**config.mk**
```make
export PLATFORM = sky130hd
export DESIGN_NAME = tipi_cru_bits
export DESIGN_NICKNAME = d
export VERILOG_FILES = /design/src/common/tipi_bus_pkg.sv /design/src/design/tipi_cru_bits.sv
export VERILOG_INCLUDE_DIRS = /design/src /design/src/common
export SDC_FILE = /design/constraint.sdc
export NUM_CORES = 1
export LEC_CHECK = 0
export ABC_AREA = 1
export BUFFER_PORTS_ARGS = -buffer_cell sky130_fd_sc_hd__buf_2
export CORE_AREA = 2 2 39 41
export CTS_CLUSTER_DIAMETER = 60
export DETAILED_ROUTE_END_ITERATION = 8
export DIE_AREA = 0 0 41 43
export PLACE_DENSITY_LB_ADDON = 0.2
export SYNTH_ARGS = -nofsm -noshare
export SYNTH_HDL_FRONTEND = slang
export SYNTH_SLANG_ARGS = --single-unit
```
**constraint.sdc**
```tcl
create_clock -name clk -period 1.5 [get_ports clk]
set_input_delay 0.3 -clock clk [delete_from_list [all_inputs] [get_ports clk]]
set_output_delay 0.3 -clock clk [all_outputs]
set_load 0.05 [all_outputs]
```
**src/common/tipi_params.svh**
```systemverilog
`ifndef TIPI_PARAMS_SVH
`define TIPI_PARAMS_SVH

// dsr rom size in KiB, 4K is plenty for the real DSR
`define TIPI_DSR_ROM_SIZE_K 4

`define TIPI_DSR_ROM_DEPTH (`TIPI_DSR_ROM_SIZE_K * 1024)

// a[0:2] of the 0x4000 window
`define TIPI_DSR_WINDOW 3'b010

// a[0:12] of the mailbox block 0x5ff8..0x5fff
`define TIPI_REG_BASE 13'h0bff

// cru page, a[0:7]
`define TIPI_CRU_BASE 8'h12

`define TIPI_TD_RESET 8'hab

`endif

```
**src/common/tipi_bus_pkg.sv**
```systemverilog
`default_nettype none

package tipi_bus_pkg;

   // console side of the expansion bus, TI bit order
   typedef struct packed {
      logic [0:15] addr;
      logic [0:7]  data;
      logic        memen;
      logic        we;
      logic        cruclk;
   } host_bus_t;

   // wishbone request into the rom loader port
   typedef struct packed {
      logic [0:14] adr;
      logic [0:7]  dat;
      logic        we;
      logic        sel;
      logic        stb;
      logic        cyc;
   } wb_req_t;

   typedef struct packed {
      logic       dsr_en;
      logic       rpi_en;
      logic [1:0] bank;
   } cru_bits_t;

   // picked by a[13:14]
   typedef enum logic [1:0] {
      CRU_DSR_EN = 2'b00,
      CRU_RPI_EN = 2'b01,
      CRU_BANK0  = 2'b10,
      CRU_BANK1  = 2'b11
   } cru_bit_e;

endpackage

`default_nettype wire

```
**src/design/tipi_cru_bits.sv**
```systemverilog
`default_nettype none

`include "tipi_params.svh"

module tipi_cru_bits (
   input  wire                          clk,
   input  wire                          arst_n_i,
   input  wire                          enable_i,
   input  wire tipi_bus_pkg::host_bus_t bus_i,
   output logic                         cru_select_o,
   output logic                         cruin_o,
   output tipi_bus_pkg::cru_bits_t      bits_o
);

   tipi_bus_pkg::cru_bit_e bit_sel;

   assign bit_sel      = tipi_bus_pkg::cru_bit_e'(bus_i.addr[13:14]);
   assign cru_select_o = enable_i && (bus_i.addr[0:7] == `TIPI_CRU_BASE);

   always_ff @(posedge clk or negedge arst_n_i) begin
      if (!arst_n_i) begin
         bits_o <= '0;
      end else if (!enable_i) begin
         bits_o <= '0;   // card pulled, forget everything
      end else if (bus_i.cruclk && cru_select_o) begin
         case (bit_sel)
            tipi_bus_pkg::CRU_DSR_EN: bits_o.dsr_en  <= bus_i.addr[15];
            tipi_bus_pkg::CRU_RPI_EN: bits_o.rpi_en  <= bus_i.addr[15];
            tipi_bus_pkg::CRU_BANK0:  bits_o.bank[0] <= bus_i.addr[15];
            tipi_bus_pkg::CRU_BANK1:  bits_o.bank[1] <= bus_i.addr[15];
            default: ;
         endcase
      end
   end

   // readback of the addressed bit
   always_comb begin
      case (bit_sel)
         tipi_bus_pkg::CRU_DSR_EN: cruin_o = bits_o.dsr_en;
         tipi_bus_pkg::CRU_RPI_EN: cruin_o = bits_o.rpi_en;
         tipi_bus_pkg::CRU_BANK0:  cruin_o = bits_o.bank[0];
         tipi_bus_pkg::CRU_BANK1:  cruin_o = bits_o.bank[1];
         default:                  cruin_o = 1'b0;
      endcase
   end

endmodule

`default_nettype wire

```
Yosys cells after proc, flatten, opt, wreduce, memory -nomap -nowiden
Index checks and enable logic that the tools add are counted.
{"block": "word_totals", "register_bits": 4, "output_inout_bits": 6, "elab_cells": 27}
{"block": "op_classes", "eq_ne": 9, "n_reduce_logical": 7, "mux": 7}
{"op": "$ne A2 B1 Y1 const B", "n": 5}
{"op": "$eq A8 B5 Y1 const B", "n": 1}
{"op": "$mux W4", "n": 2}
{"op": "$reduce_and A2 Y1", "n": 4}
{"op": "$eq A2 B2 Y1 const B", "n": 2}
{"op": "$mux W1", "n": 4}
{"op": "$pmux W1 S4", "n": 1}
{"op": "$eq A2 B1 Y1 const B", "n": 1}
{"op": "$logic_and A1 B1 Y1", "n": 2}
{"op": "$logic_not A2 Y1", "n": 1}

Longest topological paths before layout
{"block": "logic_depth", "word_depth": 5, "ltp_mapped": 8, "mapped_depth_nobuf": 8}

Worst setup path after synthesis
OpenSTA, ideal clock, no wires.
{"block": "synth_timing", "kind": "register -> output", "start": "register bits_o[3] in the netlist's numbering", "end": "output port cruin_o", "arrival_time_ns": 1.175, "path_stages_with_launch": 3, "path_buffers": 0, "setup_slack_ns": 0.025, "required_ns": 1.200, "path_cell_list": "dfrtp_1 nand2_1 nand4_1"}
{"block": "synth_via", "elab_chain_len": 1}
{"element": "from (decl)", "line": "tipi_cru_bits.sv:12", "source": "output tipi_bus_pkg::cru_bits_t bits_o"}
{"element": "$pmux W1 S4", "line": "tipi_cru_bits.sv:38", "source": "case (bit_sel)"}
{"element": "to (decl)", "line": "tipi_cru_bits.sv:11", "source": "output logic cruin_o,"}
Every way passes these cells.

Final worst setup path
{"block": "layout_timing", "start": "input port enable_i", "end": "output port cru_select_o"}
{"block": "layout_via", "elab_chain_len": 1}
{"element": "from (decl)", "line": "tipi_cru_bits.sv:8", "source": "input wire enable_i,"}
{"element": "$logic_and A1 B1 Y1", "line": "tipi_cru_bits.sv:18", "source": "assign cru_select_o = enable_i && (bus_i.addr[0:7] == `TIPI_CRU_BASE);"}
{"element": "to (decl)", "line": "tipi_cru_bits.sv:10", "source": "output logic cru_select_o,"}
Every way passes these cells.

==> flow_metrics.py <==
metrics = {
    "layout": {
        "largest_reg_flops": 4,
        "syn_to_final_growth_pct": 43.5,
        "nets": 113,
        "drive_gt1_frac": 0.407,
        "n_antenna_cell": 0,
        "reg_top3": "bits_o (4)",
        "instances_no_fill": 97,
        "largest-register": "bits_o",
    },
    "logic_synthesis": {
        "synth_edf_count": 0,
        "avgSynthCellArea_um2": 6.26,
        "synthTopCellsByArea": "dfrtp_1 28%, nand2_1 21%, nand4_1 16%, inv_1 11%, nor2_4 9.5%",
        "synth_most_common_cell": "nand2_1",
        "synth_common_cells": "20 x nand2_1, 10 x inv_1, 9 x nand4_1",
        "yosysWarnings": 0,
        "synth_nets": 87,
        "synthFlopType": "dfrtp_1",
        "ys_seq_elements": 4,
        "synth_top_cell_by_area": "dfrtp_1",
        "syn_inst": 57,
        "yosysSeqAreaShare": 0.281,
        "netlist_area_um2": 357,
        "ys_types": 10,
        "synth_top_area_frac": 0.281,
        "ys_async_sr_fraction": 1.00,
    },
    "route": {
        "wl_met1_um": 355,
        "viasPerCell": 4.16,
        "final_antenna_net_count": 0,
        "highest_layer": "met3",
        "route.detailed.drc": 0,
        "first_pass_iters": 5,
        "wire_per_inst_um": 8.07,
        "drtIter0Drc": 12,
        "vias": 404,
        "routed_wl_um": 783,
        "route.met3.wl_um": 61,
        "met2_length_um": 366,
    },
    "sta": {
        "post-route-period-util": 0.891,
        "rsz0062_at_grt": "no",
        "skew_ns": 0,
        "final_max_slew_viol_count": 0,
        "setup_tns_ns": 0,
        "worst_pin_slew_ns": 0.254,
        "relSlewSlack": 0.832,
        "fmax_ghz": 0.748,
        "post-route-min-period_ns": 1.34,
        "setup_viol": 0,
        "finalHoldViolations": 0,
    },
    "power": {
        "combinationalPowerShare": 0.185,
        "intPower_uw": 220,
        "power.switching_uw": 69.9,
        "p_seq_frac": 0.375,
        "p_per_area_nw_per_um2": 566,
        "leakage_uw": 0.000323,
        "p_sw_frac": 0.241,
        "power_frac_clock": 0.440,
        "irDropWorstVdd_v": 0.000325,
    },
    "setup_path": {
        "worst-setup-path-type": "input port to primary output",
        "timing.rr.start": "bits_o[1]",
        "critPathCaptureType": "primary output",
        "path_max_fanout": 6,
        "start_kind": "input port",
        "reg2regPathDepth": 4,
        "crit_required_ns": 1.20,
        "rrSetupSlack_ns": 0.80,
        "crit_arrival_ns": 1.04,
        "rr_endpoint": "bits_o[1]",
    },
    "floorplan": {
        "die-area_um2": 1760,
        "die_height_um": 43,
        "initial_core_util": 0.258,
        "num_io_pins": 36,
        "core_um2": 1380,
        "num_rows": 14,
        "die_w_um": 41,
    },
    "outcome": {
        "status": "finished clean",
    },
    "flow_run": {
        "drv_cap": 0,
    },
    "cts": {
        "worstSkewPairLatency_ns": 0.23,
        "cts_made_buffers": 3,
        "cts_tree": "built",
        "cts-root-buf": "clkbuf_4",
        "cts.sinks": 4,
        "clk_pin_slew_ns": 0.04,
        "htree_levels": 1,
        "cts.path.max_buffers": 2,
    },
    "placed_design": {
        "hpwl_um": 679,
        "place.gp.congestion": 0.831,
        "place.port_buffers": 20,
        "place_inst": 93,
    },
    "global_route": {
        "antenna_found_initial": 0,
        "grt_pass1_wl_um": 1390,
        "grt_max_degree": 9,
        "grt_pass1_vias": 358,
        "grtUsageTotal": 0.120,
        "grt.overflow.total": 0,
    },
    "worst_hold_path": {
        "worstHoldPathType": "input port to async pin",
    },
}
==> placed cells by master (no fill, tap or decap) <==
cell / netlist / routed
buf_2: 1 / 20
buf_4: 0 / 1
clkbuf_4: 0 / 3
dfrtp_1: 4 / 4
dlygate4sd3_1: 0 / 1
inv_1: 10 / 10
inv_2: 3 / 3
nand2_1: 20 / 20
nand3_2: 1 / 1
nand4_1: 9 / 9
nor2_1: 4 / 4
nor2_2: 2 / 2
nor2_4: 3 / 3
==> repair_timing <==
item	in CTS	in global routing
resized for setup	0	0
setup endpoints to repair	0	0
hold buffers	1	0
endpoints found under the hold margin	4	0
buffers inserted	0	0
==> stage by stage <==
stage | util | power [uW] | setup WS (ns) | area [um2] | hold WS (ns)
floorplan | - | 135 | 0.0252 | 357 | 0.00441
global placement | 0.346 | 162 | 0.150 | 479 | 0.108
detailed placement | 0.346 | 162 | 0.146 | 479 | 0.108
CTS | 0.370 | 299 | 0.142 | 512 | 0.395
global route | 0.370 | 312 | 0.0565 | 512 | 0.397
finish | 0.370 | 290 | 0.163 | 512 | 0.405
==> worst max-delay path, stage by stage <==
cell	delay, ns
buf_2	0.15
inv_2	0.06
nor2_4	0.09
nand3_2	0.09
nor2_4	0.09
buf_2	0.26
==> layout make-up <==
| class | instances | area [um2] |
|---|---|---|
| Fill cell | 148 | 872 |
| Tap cell | 16 | 20.0 |
| Clock buffer | 3 | 22.5 |
| Multi-Input combinational cell | 39 | 203 |
| Sequential cell | 4 | 100 |
| Timing Repair Buffer | 22 | 118 |
| Inverter | 13 | 48.8 |
==> kinds of logic (layout without fill, tap and decap cells) <==
family,after synthesis,in the layout,synth area share
AND/OR/NAND/NOR,39,39,0.568
buffers and inverters,14,38,0.151
flip-flops,4,4,0.281
==> how the worst max path moves through the flow <==
stage	slack (ns)	start	endpoint
finish	0.16	enable_i	cru_select_o
global placement	0.15	bus_i[12]	cruin_o
global route	0.06	bus_i[13]	cruin_o
floorplan	0.03	bits_o[3]	cruin_o
detailed placement	0.15	enable_i	cru_select_o
CTS	0.14	enable_i	cru_select_o
==> layer usage <==
| metal | track usage | vias up |
|---|---|---|
| met1 | 0.157 | 161 |
| met2 | 0.156 | 16 |
| met4 | 0.100 | 0 |
| met5 | 0 | - |
| li1 | - | 227 |
| met3 | 0.0314 | 0 |
==> power groups by stage <==
stage	combinational, uW	sequential [uW]	clock, uW
final	53.7	109	127
after global routing	61.3	109	142
after CTS	54.4	109	136
after detailed placement	52.0	110	0
after global placement	51.5	110	0
after floorplan	24.7	110	0
No activity file was read; power rests on OpenSTA's default activity.
