$ cat src/common/tipi_params.svh
`ifndef TIPI_PARAMS_SVH
`define TIPI_PARAMS_SVH

// dsr rom size in KiB, 4K is plenty for the real DSR
`define TIPI_DSR_ROM_SIZE_K 4

`define TIPI_DSR_ROM_DEPTH (`TIPI_DSR_ROM_SIZE_K * 1024)

// a[0:2] of the 0x4000 window
`define TIPI_DSR_WINDOW 3'b010

// a[0:12] of the mailbox block 0x5ff8..0x5fff
`define TIPI_REG_BASE 13'h0bff

// cru page, a[0:7]
`define TIPI_CRU_BASE 8'h12

`define TIPI_TD_RESET 8'hab

`endif

$ cat src/common/tipi_bus_pkg.sv
`default_nettype none

package tipi_bus_pkg;

   // console side of the expansion bus, TI bit order
   typedef struct packed {
      logic [0:15] addr;
      logic [0:7]  data;
      logic        memen;
      logic        we;
      logic        cruclk;
   } host_bus_t;

   // wishbone request into the rom loader port
   typedef struct packed {
      logic [0:14] adr;
      logic [0:7]  dat;
      logic        we;
      logic        sel;
      logic        stb;
      logic        cyc;
   } wb_req_t;

   typedef struct packed {
      logic       dsr_en;
      logic       rpi_en;
      logic [1:0] bank;
   } cru_bits_t;

   // picked by a[13:14]
   typedef enum logic [1:0] {
      CRU_DSR_EN = 2'b00,
      CRU_RPI_EN = 2'b01,
      CRU_BANK0  = 2'b10,
      CRU_BANK1  = 2'b11
   } cru_bit_e;

endpackage

`default_nettype wire

$ cat src/common/tipi_link_pkg.sv
`default_nettype none

package tipi_link_pkg;

   // raw pins from the pi
   typedef struct packed {
      logic r_clk;
      logic r_rt;
      logic r_le;
      logic r_dout;
      logic r_dc;
   } rpi_pins_t;

   // levels captured on the pi clock edge
   typedef struct packed {
      logic rt;
      logic le;
      logic dout;
      logic dc;
   } rpi_samp_t;

   typedef struct packed {
      logic [0:7] tc;
      logic [0:7] td;
      logic [0:7] rc;
      logic [0:7] rd;
   } mailbox_t;

   // a[13:15] inside the mailbox block, even addresses unused
   typedef enum logic [2:0] {
      MB_RC = 3'b001,
      MB_RD = 3'b011,
      MB_TC = 3'b101,
      MB_TD = 3'b111
   } mbox_reg_e;

endpackage

`default_nettype wire

$ cat src/design/tipi_host_decode.sv
`default_nettype none

`include "tipi_params.svh"

module tipi_host_decode (
   input  wire                          clk,
   input  wire                          arst_n_i,
   input  wire tipi_bus_pkg::host_bus_t bus_i,
   input  wire                          dsr_en_i,
   input  wire [1:0]                    bank_i,
   input  wire [0:7]                    rom_data_i,
   input  wire [0:7]                    rc_i,
   input  wire [0:7]                    rd_i,
   output logic [0:7]                   q_o,
   output logic                         q_select_o,
   output logic                         dsr_rd_o,
   output logic [0:14]                  rom_addr_o,
   output logic [0:7]                   tc_o,
   output logic [0:7]                   td_o
);

   tipi_link_pkg::mbox_reg_e reg_sel;
   logic                     in_regs;
   logic                     reg_wr;
   logic [0:7]               reg_data;

   assign q_select_o = dsr_en_i && (bus_i.addr[0:2] == `TIPI_DSR_WINDOW);
   assign dsr_rd_o   = q_select_o && bus_i.memen && !bus_i.we;
   assign in_regs    = (bus_i.addr[0:12] == `TIPI_REG_BASE);
   assign reg_wr     = q_select_o && bus_i.memen && bus_i.we && in_regs;
   assign reg_sel    = tipi_link_pkg::mbox_reg_e'(bus_i.addr[13:15]);

   // 8K per bank
   assign rom_addr_o = {bank_i, bus_i.addr[3:15]};

   always_ff @(posedge clk) begin
      if (dsr_rd_o) begin
         case (reg_sel)
            tipi_link_pkg::MB_RC: reg_data <= rc_i;
            tipi_link_pkg::MB_RD: reg_data <= rd_i;
            tipi_link_pkg::MB_TC: reg_data <= tc_o;
            tipi_link_pkg::MB_TD: reg_data <= td_o;
            default:              reg_data <= 8'h00;   // even addresses
         endcase
      end
   end

   // console side of the mailbox
   always_ff @(posedge clk or negedge arst_n_i) begin
      if (!arst_n_i) begin
         tc_o <= 8'h00;
         td_o <= `TIPI_TD_RESET;
      end else if (reg_wr) begin
         case (reg_sel)
            tipi_link_pkg::MB_TC: tc_o <= bus_i.data;
            tipi_link_pkg::MB_TD: td_o <= bus_i.data;
            default: ;   // rc/rd belong to the pi
         endcase
      end
   end

   assign q_o = in_regs ? reg_data : rom_data_i;

endmodule

`default_nettype wire

$ cat config.mk
export PLATFORM = sky130hd
export DESIGN_NAME = tipi_host_decode
export DESIGN_NICKNAME = d
export VERILOG_FILES = /design/src/common/tipi_bus_pkg.sv /design/src/common/tipi_link_pkg.sv /design/src/design/tipi_host_decode.sv
export VERILOG_INCLUDE_DIRS = /design/src /design/src/common
export SDC_FILE = /design/constraint.sdc
export NUM_CORES = 1
export LEC_CHECK = 0
export BUFFER_PORTS_ARGS = -buffer_cell sky130_fd_sc_hd__buf_2
export CAP_MARGIN = 20
export CORE_ASPECT_RATIO = 0.5
export CORE_UTILIZATION = 30
export CTS_CLUSTER_DIAMETER = 30
export DETAILED_ROUTE_END_ITERATION = 10
export HOLD_SLACK_MARGIN = 0.1
export PLACE_DENSITY = 0.64
export SYNTH_ARGS = -nofsm -noshare
export SYNTH_HDL_FRONTEND = slang
export SYNTH_SLANG_ARGS = --single-unit
$ cat constraint.sdc
create_clock -name clk -period 1.9 [get_ports clk]
set_clock_uncertainty 0.2 [all_clocks]
set_input_delay 0.19 -clock clk [delete_from_list [all_inputs] [get_ports clk]]
set_output_delay 0.19 -clock clk [all_outputs]
set_load 0.03 [all_outputs]
Word-level counts from Yosys, hierarchy flattened
Index checks and enable logic that the tools add are counted.
Word-level totals
  flip-flop bits (word level): 24
  input bits: 56
  word-level logic and storage cells: 19
  output and inout bits: 41
Operators by class
  multiplexer cells: 2
  reduce and logical (&&, ||, !) cells: 8
  equal/unequal tests: 6
Operators by type and width (number)
  8-bit case mux with 4 select lines: 1
  13-bit by 12-bit == test with 1-bit output, second input constant: 1
  8-bit 2-to-1 mux: 1
  3-bit by 2-bit == test with 1-bit output, second input constant: 2
  3-bit == test, second input constant: 2
  1-bit logical AND: 5
  2-bit AND reduction: 2
  3-bit by 1-bit == test with 1-bit output, second input constant: 1
  1-bit zero test: 1

Logic depth before layout (Yosys ltp)
  word-level depth: 6
  depth in mapped cells: 5

Least setup slack after synthesis
OpenSTA, ideal clock, no wires.
  path type: input to register
  start point: in bus_i[24] in the netlist's numbering
  end point: reg reg_data[0] in the netlist's numbering (enable)
  setup slack: -148 ps
  cell stages on the path: 3
  buffers on the path: 0
  required time: 1308 ps
  setup time: 392 ps
  data arrival time: 1456 ps
  cells stage by stage: nor3b_2 and3_2 nor2b_1
On the way
  word-level cells in the longest chain between the ends: 4
RTL lines
  from (decl): RTL line tipi_host_decode.sv:8  | input wire tipi_bus_pkg::host_bus_t bus_i,
  3-bit by 2-bit == test with 1-bit output (no line)
  1-bit logical AND: RTL line tipi_host_decode.sv:27  | assign q_select_o = dsr_en_i && (bus_i.addr[0:2] == `TIPI_DSR_WINDOW);
  1-bit logical AND (2 in series): RTL line tipi_host_decode.sv:28  | assign dsr_rd_o = q_select_o && bus_i.memen && !bus_i.we;
  named net dsr_rd_o: RTL line tipi_host_decode.sv:16  | output logic dsr_rd_o,
  to (signal assigned): RTL line tipi_host_decode.sv:39  | tipi_link_pkg::MB_RC: reg_data <= rc_i;
  to (signal assigned): RTL line tipi_host_decode.sv:40  | tipi_link_pkg::MB_RD: reg_data <= rd_i;
  to (signal assigned): RTL line tipi_host_decode.sv:41  | tipi_link_pkg::MB_TC: reg_data <= tc_o;
  to (decl): RTL line tipi_host_decode.sv:25  | logic [0:7] reg_data;
The timed path passes the listed nets, and every way through them passes these cells.
A chain may end at the register's enable or synchronous reset.

Worst setup path after layout
  start point: in bus_i[26] in the netlist's numbering
  end point: out q_o[5] in the netlist's numbering
On the way
  word-level cells in the longest chain between the ends: 2
RTL lines
  13-bit by 12-bit == test with 1-bit output (no line)
  8-bit 2-to-1 mux: RTL line tipi_host_decode.sv:62  | assign q_o = in_regs ? reg_data : rom_data_i;
  to (decl): RTL line tipi_host_decode.sv:14  | output logic [0:7] q_o,
No other way between the ends.

==> impl_metrics.yaml <==
global_route:
  antenna_found_initial: 0
  grt_usage: 0.125
  grt_max_degree: 17
  grt_pass1_vias: 968
  grt.overflow.total: 0
  grt_pass1_wl_um: 4660
status:
  status: "finished, final reports clean"
critical_path:
  crit_chain: "buf_2, nor3b_4, and4bb_1, buf_12, mux2_2, clkbuf_4"
  critPathMaxFanout: 9
  slowest_stage: "mux2_2"
  start_kind: "input pin"
  required_ns: 1.51
  critPathTopFamily: "simple AND/OR/NAND/NOR gates"
  endpoint_kind: "output port"
  cp_num_buf_inv: 3
  arrival_ns: 1.42
  critPathKind: "input pin to output port"
  slowest_delay_ns: 0.33
worst_hold_path:
  hold_class: "input pin to asynchronous set/reset pin"
clock_tree:
  clk_path_buf_depth: 2
  cts_root_buf: "clkbuf_8"
  cts.sinks: 24
  clock_latency_ns: 0.27
  cts_buffers: 3
  clkSlewWorstSetupHoldPaths_ns: 0.08
  cts_max_level: 1
  cts_tree: "done"
place:
  dp.cells: 226
  place_congestion: 0.681
  placed_area_um2: 1840
  place.port_buffers: 91
  pre_cts_slack_ns: 0.0599
  dp.final_hpwl_um: 2430
layout:
  synthToLayoutAreaGrowth_pct: 40.6
  fill_cells: 407
  finalNonFillerCells: 241
  diodes: 0
  stdcell_area_um2: 2000
  post-route-util: 0.447
  final_nets: 241
  layout-drive-gt1-share: 0.772
routing:
  wl_per_cell_um: 13.1
  drtPass1Iterations: 4
  via_count: 1064
  routed_via_density: 4.41
  drtAntennaViolNets: 0
  drc: 0
  wl_um: 3150
  drtIter0Drc: 29
sta:
  setup_viol: 0
  fin_crit_sh: 0.955
  fin_hold_ws_ns: 0.166
  slew_headroom: 0.770
  hold_violations: 0
  worst_slew_pin_slew_ns: 0.345
  period_needed_ns: 1.81
  tns_ns: 0
  fmax_mhz: 551
  fin_ws_ns: 0.0852
  final-max-slew-violation-count: 0
  rsz0062_at_grt: "false"
pwr:
  ir_drop_uv: 179
  intPower_uw: 787
  p_seq_frac: 0.513
  total_power_mw: 1.05
  clkPwrFrac: 0.287
  switching_share: 0.248
  power_frac_comb: 0.200
  leakagePower_nw: 1.03
  p_switching_uw: 259
  power_density_nw_per_um2: 524
floorplan:
  die_h_um: 50.7
  die_w_um: 99.3
  ios: 97
  core_area_um2: 4470
  rows: 17
  dieArea_um2: 5030
  initial_core_util: 0.318
synthesis:
  synth-seq-cells: 24
  syn_nets: 149
  ys_seq_area_frac: 0.455
  yosysUniqueCellTypes: 20
  syn_area_per_cell_um2: 15.3
  yosysWarningCount: 0
  synth_cells: 93
  netlist_area_um2: 1420
run:
  maxCapViolCount: 0
metal layers:
metal | track usage | vias to the layer above | wire length, um
li1 | - | 516 | -
met1 | 0.139 | 510 | 1260
met2 | 0.238 | 33 | 1720
met3 | 0.0279 | 5 | 122
met4 | 0.0441 | 0 | 41
met5 | 0 | - | 0
final cells by class:
type / instances / area (um2) / area share
clock buffer: 4 / 45.0 / 0.0225
sequential: 24 / 647 / 0.324
multi-input combinational: 51 / 634 / 0.317
timing repair buffer: 105 / 601 / 0.301
tap: 57 / 71.3 / 0.0357
registers in the layout (all words and copies together), names as in the netlist:
register / flops
reg_data: 8
tc_o: 8
td_o: 8
cell families (layout without fill, tap and decap cells):
kind of cell / Yosys count / in the layout / synth area share
buf+inv: 18 / 109 / 0.105
simple gates: 19 / 19 / 0.118
mux: 32 / 32 / 0.322
flops: 24 / 24 / 0.455
what timing repair did:
action / in CTS / in global routing
endpoints found under the hold margin: 37 / 0
buffers inserted: 0 / 1
resized for setup: 0 / 2
setup endpoints to repair: 0 / 1
hold buffers: 10 / 0
layout by cell type, fill, tap and decap left out, drive strengths merged:
cell type	count
and4bb	1
edfxtp	8
nor2b	1
dlygate4sd3	10
dfrtp	11
nand2	1
dfstp	5
buf	94
nand4b	1
nor3b	1
mux2	24
nand4	2
clkbuf	5
mux4	8
and2	9
and4	1
and3	2
final timing paths:
check	startpoint	end	slack, ns	cells past startpoint
worst max-delay path	bus_i[26]	q_o[5]	0.09	6
worst min-delay path	arst_n_i	tc_o[5]$_DFFE_PN0P_	0.17	2
worst max register to register	td_o[5]$_DFFE_PN0P_	reg_data[5]$_DFFE_PP_	0.42	2
worst min register to register	td_o[1]$_DFFE_PN0P_	td_o[1]$_DFFE_PN0P_	0.34	1
max in group asynchronous	arst_n_i	td_o[2]$_DFFE_PN1P_	1.03	2
min in group clk	bus_i[1]	reg_data[2]$_DFFE_PP_	0.18	3
power by group through the flow:
stage / clock [mW] / combinational, mW / sequential [mW]
3_3_place_gp: 0 / 0.188 / 0.547
3_5_place_dp: 0 / 0.192 / 0.547
2_1_floorplan: 0 / 0.132 / 0.547
6_report: 0.301 / 0.209 / 0.537
4_1_cts: 0.311 / 0.208 / 0.537
5_1_grt: 0.331 / 0.225 / 0.537
cell usage after synthesis:
master,instances,share of area
dfrtp_1,11,0.19
nand4b_4,1,0.017
mux4_2,8,0.13
mux2_4,2,0.021
nand4_4,1,0.015
and4_1,1,0.0062
nor2b_1,1,0.0044
nor3b_2,1,0.0088
clkbuf_8,1,0.0097
and2_2,1,0.0053
and4bb_1,1,0.0088
and2_1,8,0.035
and3_2,2,0.011
edfxtp_1,8,0.17
nand2_1,1,0.0026
dfstp_2,5,0.092
buf_6,2,0.016
nand4_1,1,0.0044
mux2_2,22,0.17
buf_4,15,0.079
Power figures use the tool's default switching activity.
