===== src/common/tipi_params.svh =====
`ifndef TIPI_PARAMS_SVH
`define TIPI_PARAMS_SVH

// dsr rom size in KiB, 4K is plenty for the real DSR
`define TIPI_DSR_ROM_SIZE_K 4

`define TIPI_DSR_ROM_DEPTH (`TIPI_DSR_ROM_SIZE_K * 1024)

// a[0:2] of the 0x4000 window
`define TIPI_DSR_WINDOW 3'b010

// a[0:12] of the mailbox block 0x5ff8..0x5fff
`define TIPI_REG_BASE 13'h0bff

// cru page, a[0:7]
`define TIPI_CRU_BASE 8'h12

`define TIPI_TD_RESET 8'hab

`endif


===== src/common/tipi_link_pkg.sv =====
`default_nettype none

package tipi_link_pkg;

   // raw pins from the pi
   typedef struct packed {
      logic r_clk;
      logic r_rt;
      logic r_le;
      logic r_dout;
      logic r_dc;
   } rpi_pins_t;

   // levels captured on the pi clock edge
   typedef struct packed {
      logic rt;
      logic le;
      logic dout;
      logic dc;
   } rpi_samp_t;

   typedef struct packed {
      logic [0:7] tc;
      logic [0:7] td;
      logic [0:7] rc;
      logic [0:7] rd;
   } mailbox_t;

   // a[13:15] inside the mailbox block, even addresses unused
   typedef enum logic [2:0] {
      MB_RC = 3'b001,
      MB_RD = 3'b011,
      MB_TC = 3'b101,
      MB_TD = 3'b111
   } mbox_reg_e;

endpackage

`default_nettype wire


===== src/rpi_link/tipi_rpi_shifter.sv =====
`default_nettype none

module tipi_rpi_shifter (
   input  wire                           clk,
   input  wire                           arst_n_i,
   input  wire                           tick_i,
   input  wire tipi_link_pkg::rpi_samp_t samp_i,
   input  wire [0:7]                     tc_i,
   input  wire [0:7]                     td_i,
   output logic [0:7]                    rc_o,
   output logic [0:7]                    rd_o,
   output logic                          r_din_o
);

   logic [0:7] shift_dout;   // pi -> console
   logic [0:7] shift_din;    // console -> pi
   logic       parity;
   logic       din_dly;
   logic       latch_tick;
   logic       shift_tick;

   assign latch_tick = tick_i && samp_i.le;
   assign shift_tick = tick_i && !samp_i.le;

   always_ff @(posedge clk or negedge arst_n_i) begin
      if (!arst_n_i) begin
         shift_dout <= 8'h00;
         shift_din  <= 8'h00;
         parity     <= 1'b0;
         din_dly    <= 1'b0;
      end else if (latch_tick) begin
         shift_din <= samp_i.dc ? td_i : tc_i;
      end else if (shift_tick) begin
         parity     <= parity ^ shift_dout[0] ^ shift_dout[7];
         shift_dout <= {shift_dout[1:7], samp_i.dout};
         din_dly    <= shift_din[0];   // msb goes out first
         shift_din  <= {shift_din[1:7], ^shift_din};
      end
   end

   // rt low on a latch means the pi is handing over a byte
   always_ff @(posedge clk or negedge arst_n_i) begin
      if (!arst_n_i) begin
         rc_o <= 8'h00;
         rd_o <= 8'h00;
      end else if (latch_tick && !samp_i.rt) begin
         if (samp_i.dc) begin
            rd_o <= shift_dout;
         end else begin
            rc_o <= shift_dout;
         end
      end
   end

   // rt high: data to the pi, otherwise echo check for the pi
   assign r_din_o = samp_i.rt ? din_dly : (parity ^ shift_dout[7]);

endmodule

`default_nettype wire


===== config.mk =====
export PLATFORM = sky130hd
export DESIGN_NAME = tipi_rpi_shifter
export DESIGN_NICKNAME = d
export VERILOG_FILES = /design/src/common/tipi_params.svh /design/src/common/tipi_link_pkg.sv /design/src/rpi_link/tipi_rpi_shifter.sv
export SDC_FILE = /design/constraint.sdc
export NUM_CORES = 1
export LEC_CHECK = 0
export BUFFER_PORTS_ARGS = -buffer_cell sky130_fd_sc_hd__buf_2
export CAP_MARGIN = 20
export CORE_MARGIN = 3
export CORE_UTILIZATION = 46
export DETAILED_ROUTE_END_ITERATION = 12
export GPL_TIMING_DRIVEN = 1
export PLACE_DENSITY = 0.85
export SETUP_SLACK_MARGIN = 0.5
export SLEW_MARGIN = 5
export SYNTH_ARGS = -nofsm -noshare
export SYNTH_HDL_FRONTEND = slang
export SYNTH_SLANG_ARGS = --single-unit

===== constraint.sdc =====
create_clock -name clk -period 1.3 [get_ports clk]
set_input_delay 0.065 -clock clk [delete_from_list [all_inputs] [get_ports clk]]
set_output_delay 0.065 -clock clk [all_outputs]
set_load 0.02 [all_outputs]

* Yosys cells after proc, flatten, opt, wreduce, memory -nomap -nowiden *
Cells that the tools add are included.
Widths: inputs -> output; s select.

word-level totals
  register bits after elaboration = 34
  bits in latches = 0
  RAM bits = 0
  memory bits (read-only) = 0
  input bits = 23
  output and inout port bits = 17
  logic and storage cells = 25
  memories = 0

cells by class
  add/subtract/negate cells = 0
  multiply operators = 0
  divide/modulo/power cells = 0
  magnitude comparators = 0
  equality and inequality tests = 0
  shift operators = 0
  mux-type cells = 4
  bitwise gates (word level) = 5
  reduce and logical (&&, ||, !) cells = 10

operator list
  cell               count
  $mux 8             3
  $reduce_xor 8->1   1
  $reduce_and 2->1   3
  $logic_and 1x1->1  3
  $xor 1x1->1        3
  $logic_not 1->1    2
  $not 1->1          2
  $reduce_bool 2->1  1
  $mux 1             1

* Longest topological paths before layout *
  depth in word-level cells = 4
  gate-level depth with buffers = 5
  gate-level depth less buffers = 4

* Worst setup path after synthesis *
Ideal clock, no wire load.

  path type = reg-to-reg
  start point = register shift_din[0] (netlist name)
  end point = register shift_din[7] (netlist name)
  library setup time = 0.126 ns
  arrival = 1.104 ns
  data required time = 1.174 ns
  setup slack = 0.070 ns
  cell stages (with the launch flop) = 5
  path buffers = 0
  clock period less this slack = 1.230 ns
  cell sequence = dfrtp_1 xor2_1 xnor2_1 xnor2_1 a221o_1

between the ends
  cells in the longest elaborated chain, start to end = 3

RTL lines
  item                    RTL line                text
  start, declared         tipi_rpi_shifter.sv:16  logic [0:7] shift_din;
  start signal, assigned  tipi_rpi_shifter.sv:32  shift_din <= samp_i.dc ? td_i : tc_i;
  start signal, assigned  tipi_rpi_shifter.sv:37  shift_din <= {shift_din[1:7], ^shift_din};
  $reduce_xor 8->1        tipi_rpi_shifter.sv:37
  $mux 8                  tipi_rpi_shifter.sv:33  end else if (shift_tick) begin
  $mux 8                  tipi_rpi_shifter.sv:31  end else if (latch_tick) begin

No other way between the ends. The select of a mux whose other input is x is not followed.
A chain may end at the register's enable or synchronous reset.

* Worst setup path after layout *
  start point = register shift_din[7] (netlist name)
  end point = register shift_din[7] (netlist name)

The elaborated chain is that of the path after synthesis.

==> metrics.txt <==
# TYPE chip_impl_metric gauge
chip_impl_metric{name="dieArea",unit="µm²"} 4030
chip_impl_metric{name="synth-adder-area-share",unit="%"} 0
chip_impl_metric{name="synth_simple_gate_area_share",unit="%"} 4.69
chip_impl_metric{name="clock_sinks",unit=""} 34
chip_impl_metric{name="fmax",unit="GHz"} 0.738
chip_impl_metric{name="r2r_slack",unit="ns"} -0.05
chip_impl_metric{name="layout.core_utilization",unit="%"} 76.8
chip_impl_metric{name="worst_setup_hold_path_clk_slew",unit="ns"} 0.11
chip_impl_metric{name="grt_remaining_overflow",unit=""} 0
chip_impl_metric{name="pwr_density_cell",unit="nW/µm²"} 1970
chip_impl_metric{name="synth-seq-cells",unit=""} 34
chip_impl_metric{name="final_min_period_over_clock_period",unit="%"} 104
chip_impl_info{name="synth_top_family_by_area",value="multiplexers"} 1
chip_impl_metric{name="timing.max_cap.violations",unit=""} 0
chip_impl_metric{name="r2r_worst_path_depth",unit=""} 4
chip_impl_metric{name="initial_cell_density_of_the_core",unit="%"} 49.0
chip_impl_metric{name="htree_num_levels",unit=""} 2
chip_impl_metric{name="grt_pass1_wl",unit="µm"} 6320
chip_impl_metric{name="p_total",unit="mW"} 4.69
chip_impl_info{name="worstReg2RegStart",value="shift_din[7]"} 1
chip_impl_metric{name="synthXorXnorAreaFrac",unit="%"} 5.76
chip_impl_metric{name="postRouteWirelength",unit="µm"} 4190
chip_impl_metric{name="synth_seq_area_share",unit="%"} 56.0
chip_impl_metric{name="die_w",unit="µm"} 63.5
chip_impl_metric{name="fin_worst_hold_slack",unit="ns"} 0.110
chip_impl_metric{name="fin_worst_skew",unit="ns"} 0.0143
chip_impl_metric{name="final_period_minus_worst_setup_slack",unit="ns"} 1.35
chip_impl_metric{name="design.final.nets",unit=""} 204
chip_impl_info{name="worstReg2RegEnd",value="shift_din[7]"} 1
chip_impl_metric{name="worstPathArrival",unit="ns"} 1.58
chip_impl_metric{name="synth_cell_types",unit=""} 18
chip_impl_metric{name="post_synthesis_mux_area_share",unit="%"} 23.8
chip_impl_info{name="status",value="complete, but fails checks"} 1
chip_impl_info{name="worstSetupStartpointType",value="flip-flop"} 1
chip_impl_metric{name="setup-violations-final",unit=""} 1
chip_impl_metric{name="via_per_instance_ratio",unit=""} 5.24
chip_impl_metric{name="final-max-slew-violation-count",unit=""} 0
chip_impl_metric{name="share_comb_of_total_power",unit="%"} 47.5
chip_impl_metric{name="final.setup.worst_slack",unit="ns"} -0.0549
chip_impl_metric{name="cellLeakagePower",unit="nW"} 1.18
chip_impl_metric{name="placed_cell_count",unit=""} 198
chip_impl_metric{name="synth_area",unit="µm²"} 1520
chip_impl_metric{name="synth_warnings",unit=""} 0
chip_impl_metric{name="power.share.sequential",unit="%"} 39.1
chip_impl_metric{name="grt_antenna_before_repair",unit=""} 0
chip_impl_metric{name="chipHeight",unit="µm"} 63.5
chip_impl_metric{name="portBuffers",unit=""} 39
chip_impl_metric{name="core",unit="µm²"} 3100
chip_impl_info{name="crit_type",value="flip-flop to flip-flop"} 1
chip_impl_info{name="cp-end-kind",value="flip-flop"} 1
chip_impl_info{name="crit_path_top_delay_cell",value="sky130_fd_sc_hd__dfrtp_1"} 1
chip_impl_metric{name="drive_gt1_share",unit="%"} 63.2
chip_impl_metric{name="slew_headroom",unit="%"} 69.0
chip_impl_metric{name="area.growth.synth_to_final",unit="%"} 56.7
chip_impl_metric{name="drt_drc_violations_left",unit=""} 0
chip_impl_info{name="critical-path-top-cell-by-count",value="sky130_fd_sc_hd__xnor2_1"} 1
chip_impl_info{name="grt_busiest_layer",value="met2"} 1
chip_impl_metric{name="gr-usage-met1",unit="%"} 26.5
chip_impl_metric{name="worstPathMaxFanout",unit=""} 3
chip_impl_metric{name="clk_latency",unit="ns"} 0.33
chip_impl_metric{name="syn_avg_cell_area",unit="µm²"} 13.3
chip_impl_info{name="worstHoldEndpoint",value="shift_din[7]"} 1
chip_impl_metric{name="detailedRoute.firstPassIterationCount",unit=""} 4
chip_impl_metric{name="hold_violations",unit=""} 0
chip_impl_info{name="timing.critical_path.cells",value="xnor2_1 -> xnor2_1 -> xnor2_1 -> a221o_1"} 1
chip_impl_info{name="worstHoldStart",value="tc_i[7]"} 1
chip_impl_metric{name="final_cells",unit=""} 226
chip_impl_metric{name="cts-root-to-sink-buffers",unit=""} 2
chip_impl_metric{name="wl_per_cell",unit="µm"} 18.5
chip_impl_metric{name="grt.met3_usage",unit="%"} 6.24
chip_impl_metric{name="whs_path_depth",unit=""} 4
chip_impl_info{name="failed_checks",value="negative setup slack"} 1
chip_impl_info{name="setup_repair_after_global_routing_missed_its_margin",value="yes"} 1
chip_impl_metric{name="worst-endpoint-required",unit="ns"} 1.53
chip_impl_metric{name="grt_pass1_vias",unit=""} 1245
chip_impl_metric{name="globalRouteTotalUtil",unit="%"} 21.1
chip_impl_metric{name="maximum_number_of_pins_on_one_net_before_global_route_repair",unit=""} 20
chip_impl_metric{name="placementRows",unit=""} 20
chip_impl_metric{name="synth_compound_gate_area_share",unit="%"} 7.98
chip_impl_metric{name="vdd_drop_max",unit="mV"} 1.21
chip_impl_metric{name="synthesis.nets",unit=""} 137
chip_impl_info{name="clock_tree_from_tritoncts",value="done"} 1
chip_impl_metric{name="power_switching",unit="mW"} 1.61
chip_impl_metric{name="insertedDiodeCount",unit=""} 0
chip_impl_metric{name="dpl.hpwl",unit="µm"} 2260
chip_impl_metric{name="totalNegativeSetupSlack",unit="ns"} -0.0549
chip_impl_metric{name="vias",unit=""} 1184
chip_impl_metric{name="worst-slew-pin-transition",unit="ns"} 0.465
chip_impl_metric{name="worst_path_largest_cell_delay",unit="ns"} 0.43
chip_impl_metric{name="ioPinCount",unit=""} 40
chip_impl_metric{name="number_of_drc_violations_after_detailed_routing_iteration_0",unit=""} 37
chip_impl_metric{name="gp_congestion",unit=""} 0.728
chip_impl_info{name="cts_root_buf",value="sky130_fd_sc_hd__clkbuf_4"} 1
chip_impl_metric{name="postSynthCellCount",unit=""} 114
chip_impl_metric{name="pwr-share-clk",unit="%"} 13.4
chip_impl_metric{name="intPower",unit="mW"} 3.09
chip_impl_metric{name="grt_util_met2",unit="%"} 33.6
chip_impl_metric{name="power.switching_fraction",unit="%"} 34.2
chip_impl_metric{name="number_of_clock_buffers_inserted_by_tritoncts",unit=""} 5
chip_impl_info{name="holdCritPathClass",value="input port to flip-flop"} 1
chip_impl_metric{name="drtAntennaViolNets",unit=""} 0
cell families after synthesis:
family | after synthesis
compound gates | 16
xor+xnor | 10
buf+inv | 6
flops | 34
mux | 33
simple gates | 15
cells in the final DEF, fill, tap and decap left out:
cell,synthesis,final
sky130_fd_sc_hd__buf_2,3,22
sky130_fd_sc_hd__nor3_4,1,1
sky130_fd_sc_hd__buf_6,0,31
sky130_fd_sc_hd__mux2_4,0,21
sky130_fd_sc_hd__a21o_1,6,6
sky130_fd_sc_hd__nand2_4,0,1
sky130_fd_sc_hd__xnor2_1,8,6
sky130_fd_sc_hd__nand2_1,3,2
sky130_fd_sc_hd__dfrtp_2,0,1
sky130_fd_sc_hd__o21ai_2,0,1
sky130_fd_sc_hd__nor2_1,10,5
sky130_fd_sc_hd__xnor2_2,0,2
sky130_fd_sc_hd__clkinvlp_4,0,1
sky130_fd_sc_hd__a221o_1,1,1
sky130_fd_sc_hd__mux2_2,25,4
sky130_fd_sc_hd__nand2_8,0,1
sky130_fd_sc_hd__dlygate4sd3_1,0,2
sky130_fd_sc_hd__a211oi_1,7,1
sky130_fd_sc_hd__buf_12,0,2
sky130_fd_sc_hd__inv_1,1,1
sky130_fd_sc_hd__mux2i_1,8,8
sky130_fd_sc_hd__clkbuf_4,0,5
sky130_fd_sc_hd__clkbuf_8,0,1
sky130_fd_sc_hd__dfrtp_1,34,33
sky130_fd_sc_hd__a211oi_2,0,6
sky130_fd_sc_hd__a21o_2,1,1
sky130_fd_sc_hd__nor2_4,0,5
sky130_fd_sc_hd__buf_4,0,8
sky130_fd_sc_hd__clkinv_2,0,1
sky130_fd_sc_hd__xor2_1,2,2
repair_timing:
| item | 4_1_cts | 5_1_grt |
|---|---|---|
| pin swaps | 2 | 4 |
| hold endpoints to repair | 35 | 0 |
| gates resized for setup | 43 | 27 |
| endpoints found under the setup margin | 41 | 51 |
| hold buffers | 2 | 0 |
| setup buffers | 14 | 4 |
metrics by stage:
stage / setup slack, ns / area [µm²]
6_report: -0.0549 / 2380
5_1_grt: -0.101 / 2380
4_1_cts: 0.0425 / 2240
3_5_place_dp: 0.00848 / 1910
3_3_place_gp: 0.0708 / 1910
2_1_floorplan: 0.101 / 1650
worst max-delay path: cells and delay by family, from the launching register on:
| kind | cells | cell delay (ns) |
|---|---|---|
| AO/OA/AOI/OAI | 1 | 0.32 |
| flip-flops | 1 | 0.43 |
| XOR/XNOR | 3 | 0.49 |
sequential cells by signal, summed over array words and instances (netlist names):
name	count
parity	1
shift_din	8
shift_dout	8
rd_o	8
din_dly	1
rc_o	8
cells in the mapped netlist:
library cell	number	area share (%)
sky130_fd_sc_hd__dfrtp_1	34	56
sky130_fd_sc_hd__buf_2	3	0.99
sky130_fd_sc_hd__nand2_1	3	0.74
sky130_fd_sc_hd__nor3_4	1	1.1
sky130_fd_sc_hd__o21ai_0	1	0.33
sky130_fd_sc_hd__a211oi_1	7	3.5
sky130_fd_sc_hd__mux2_2	25	19
sky130_fd_sc_hd__nor2_1	10	2.5
sky130_fd_sc_hd__inv_1	1	0.25
sky130_fd_sc_hd__xor2_1	2	1.2
sky130_fd_sc_hd__clkbuf_1	1	0.25
sky130_fd_sc_hd__nand2_2	1	0.41
sky130_fd_sc_hd__a21o_2	1	0.58
sky130_fd_sc_hd__mux2i_1	8	5.3
sky130_fd_sc_hd__xnor2_1	8	4.6
sky130_fd_sc_hd__a221o_1	1	0.66
sky130_fd_sc_hd__clkbuf_2	1	0.33
sky130_fd_sc_hd__a21o_1	6	3.0
power groups by stage:
stage               registers [mW]  clock network [mW]  logic (mW)
global route                  1.88               0.676        2.34
finish                        1.83               0.629        2.23
floorplan                     1.97                   0       0.756
global placement              1.72                   0        1.38
CTS                           1.77               0.633        1.96
detailed placement            1.75                   0        1.42
worst max-delay path by stage:
stage                 startpoint      endpoint  slack (ns)
floorplan           shift_din[1]  shift_din[7]        0.10
detailed placement  shift_din[4]  shift_din[7]       0.008
global placement    shift_din[2]  shift_din[7]        0.07
finish              shift_din[7]  shift_din[7]       -0.05
global route        shift_din[4]  shift_din[7]       -0.10
CTS                 shift_din[4]  shift_din[7]        0.04
per-layer routing:
| metal | routed length (µm) | vias up |
|---|---|---|
| met1 | 1690 | 607 |
| met5 | 0 | - |
| met3 | 166 | 12 |
| met4 | 82 | 0 |
| met2 | 2250 | 33 |
| li1 | - | 532 |
area by class of cell:
type / instances / area (µm²)
clock buffer: 6 / 51.3
clock inverter: 2 / 12.5
sequential: 34 / 852
inverter: 1 / 3.75
timing repair buffer: 65 / 579
fill: 201 / 721
multi-input combinational: 74 / 828
tap: 44 / 55.1
Power figures use the tool's default switching activity.
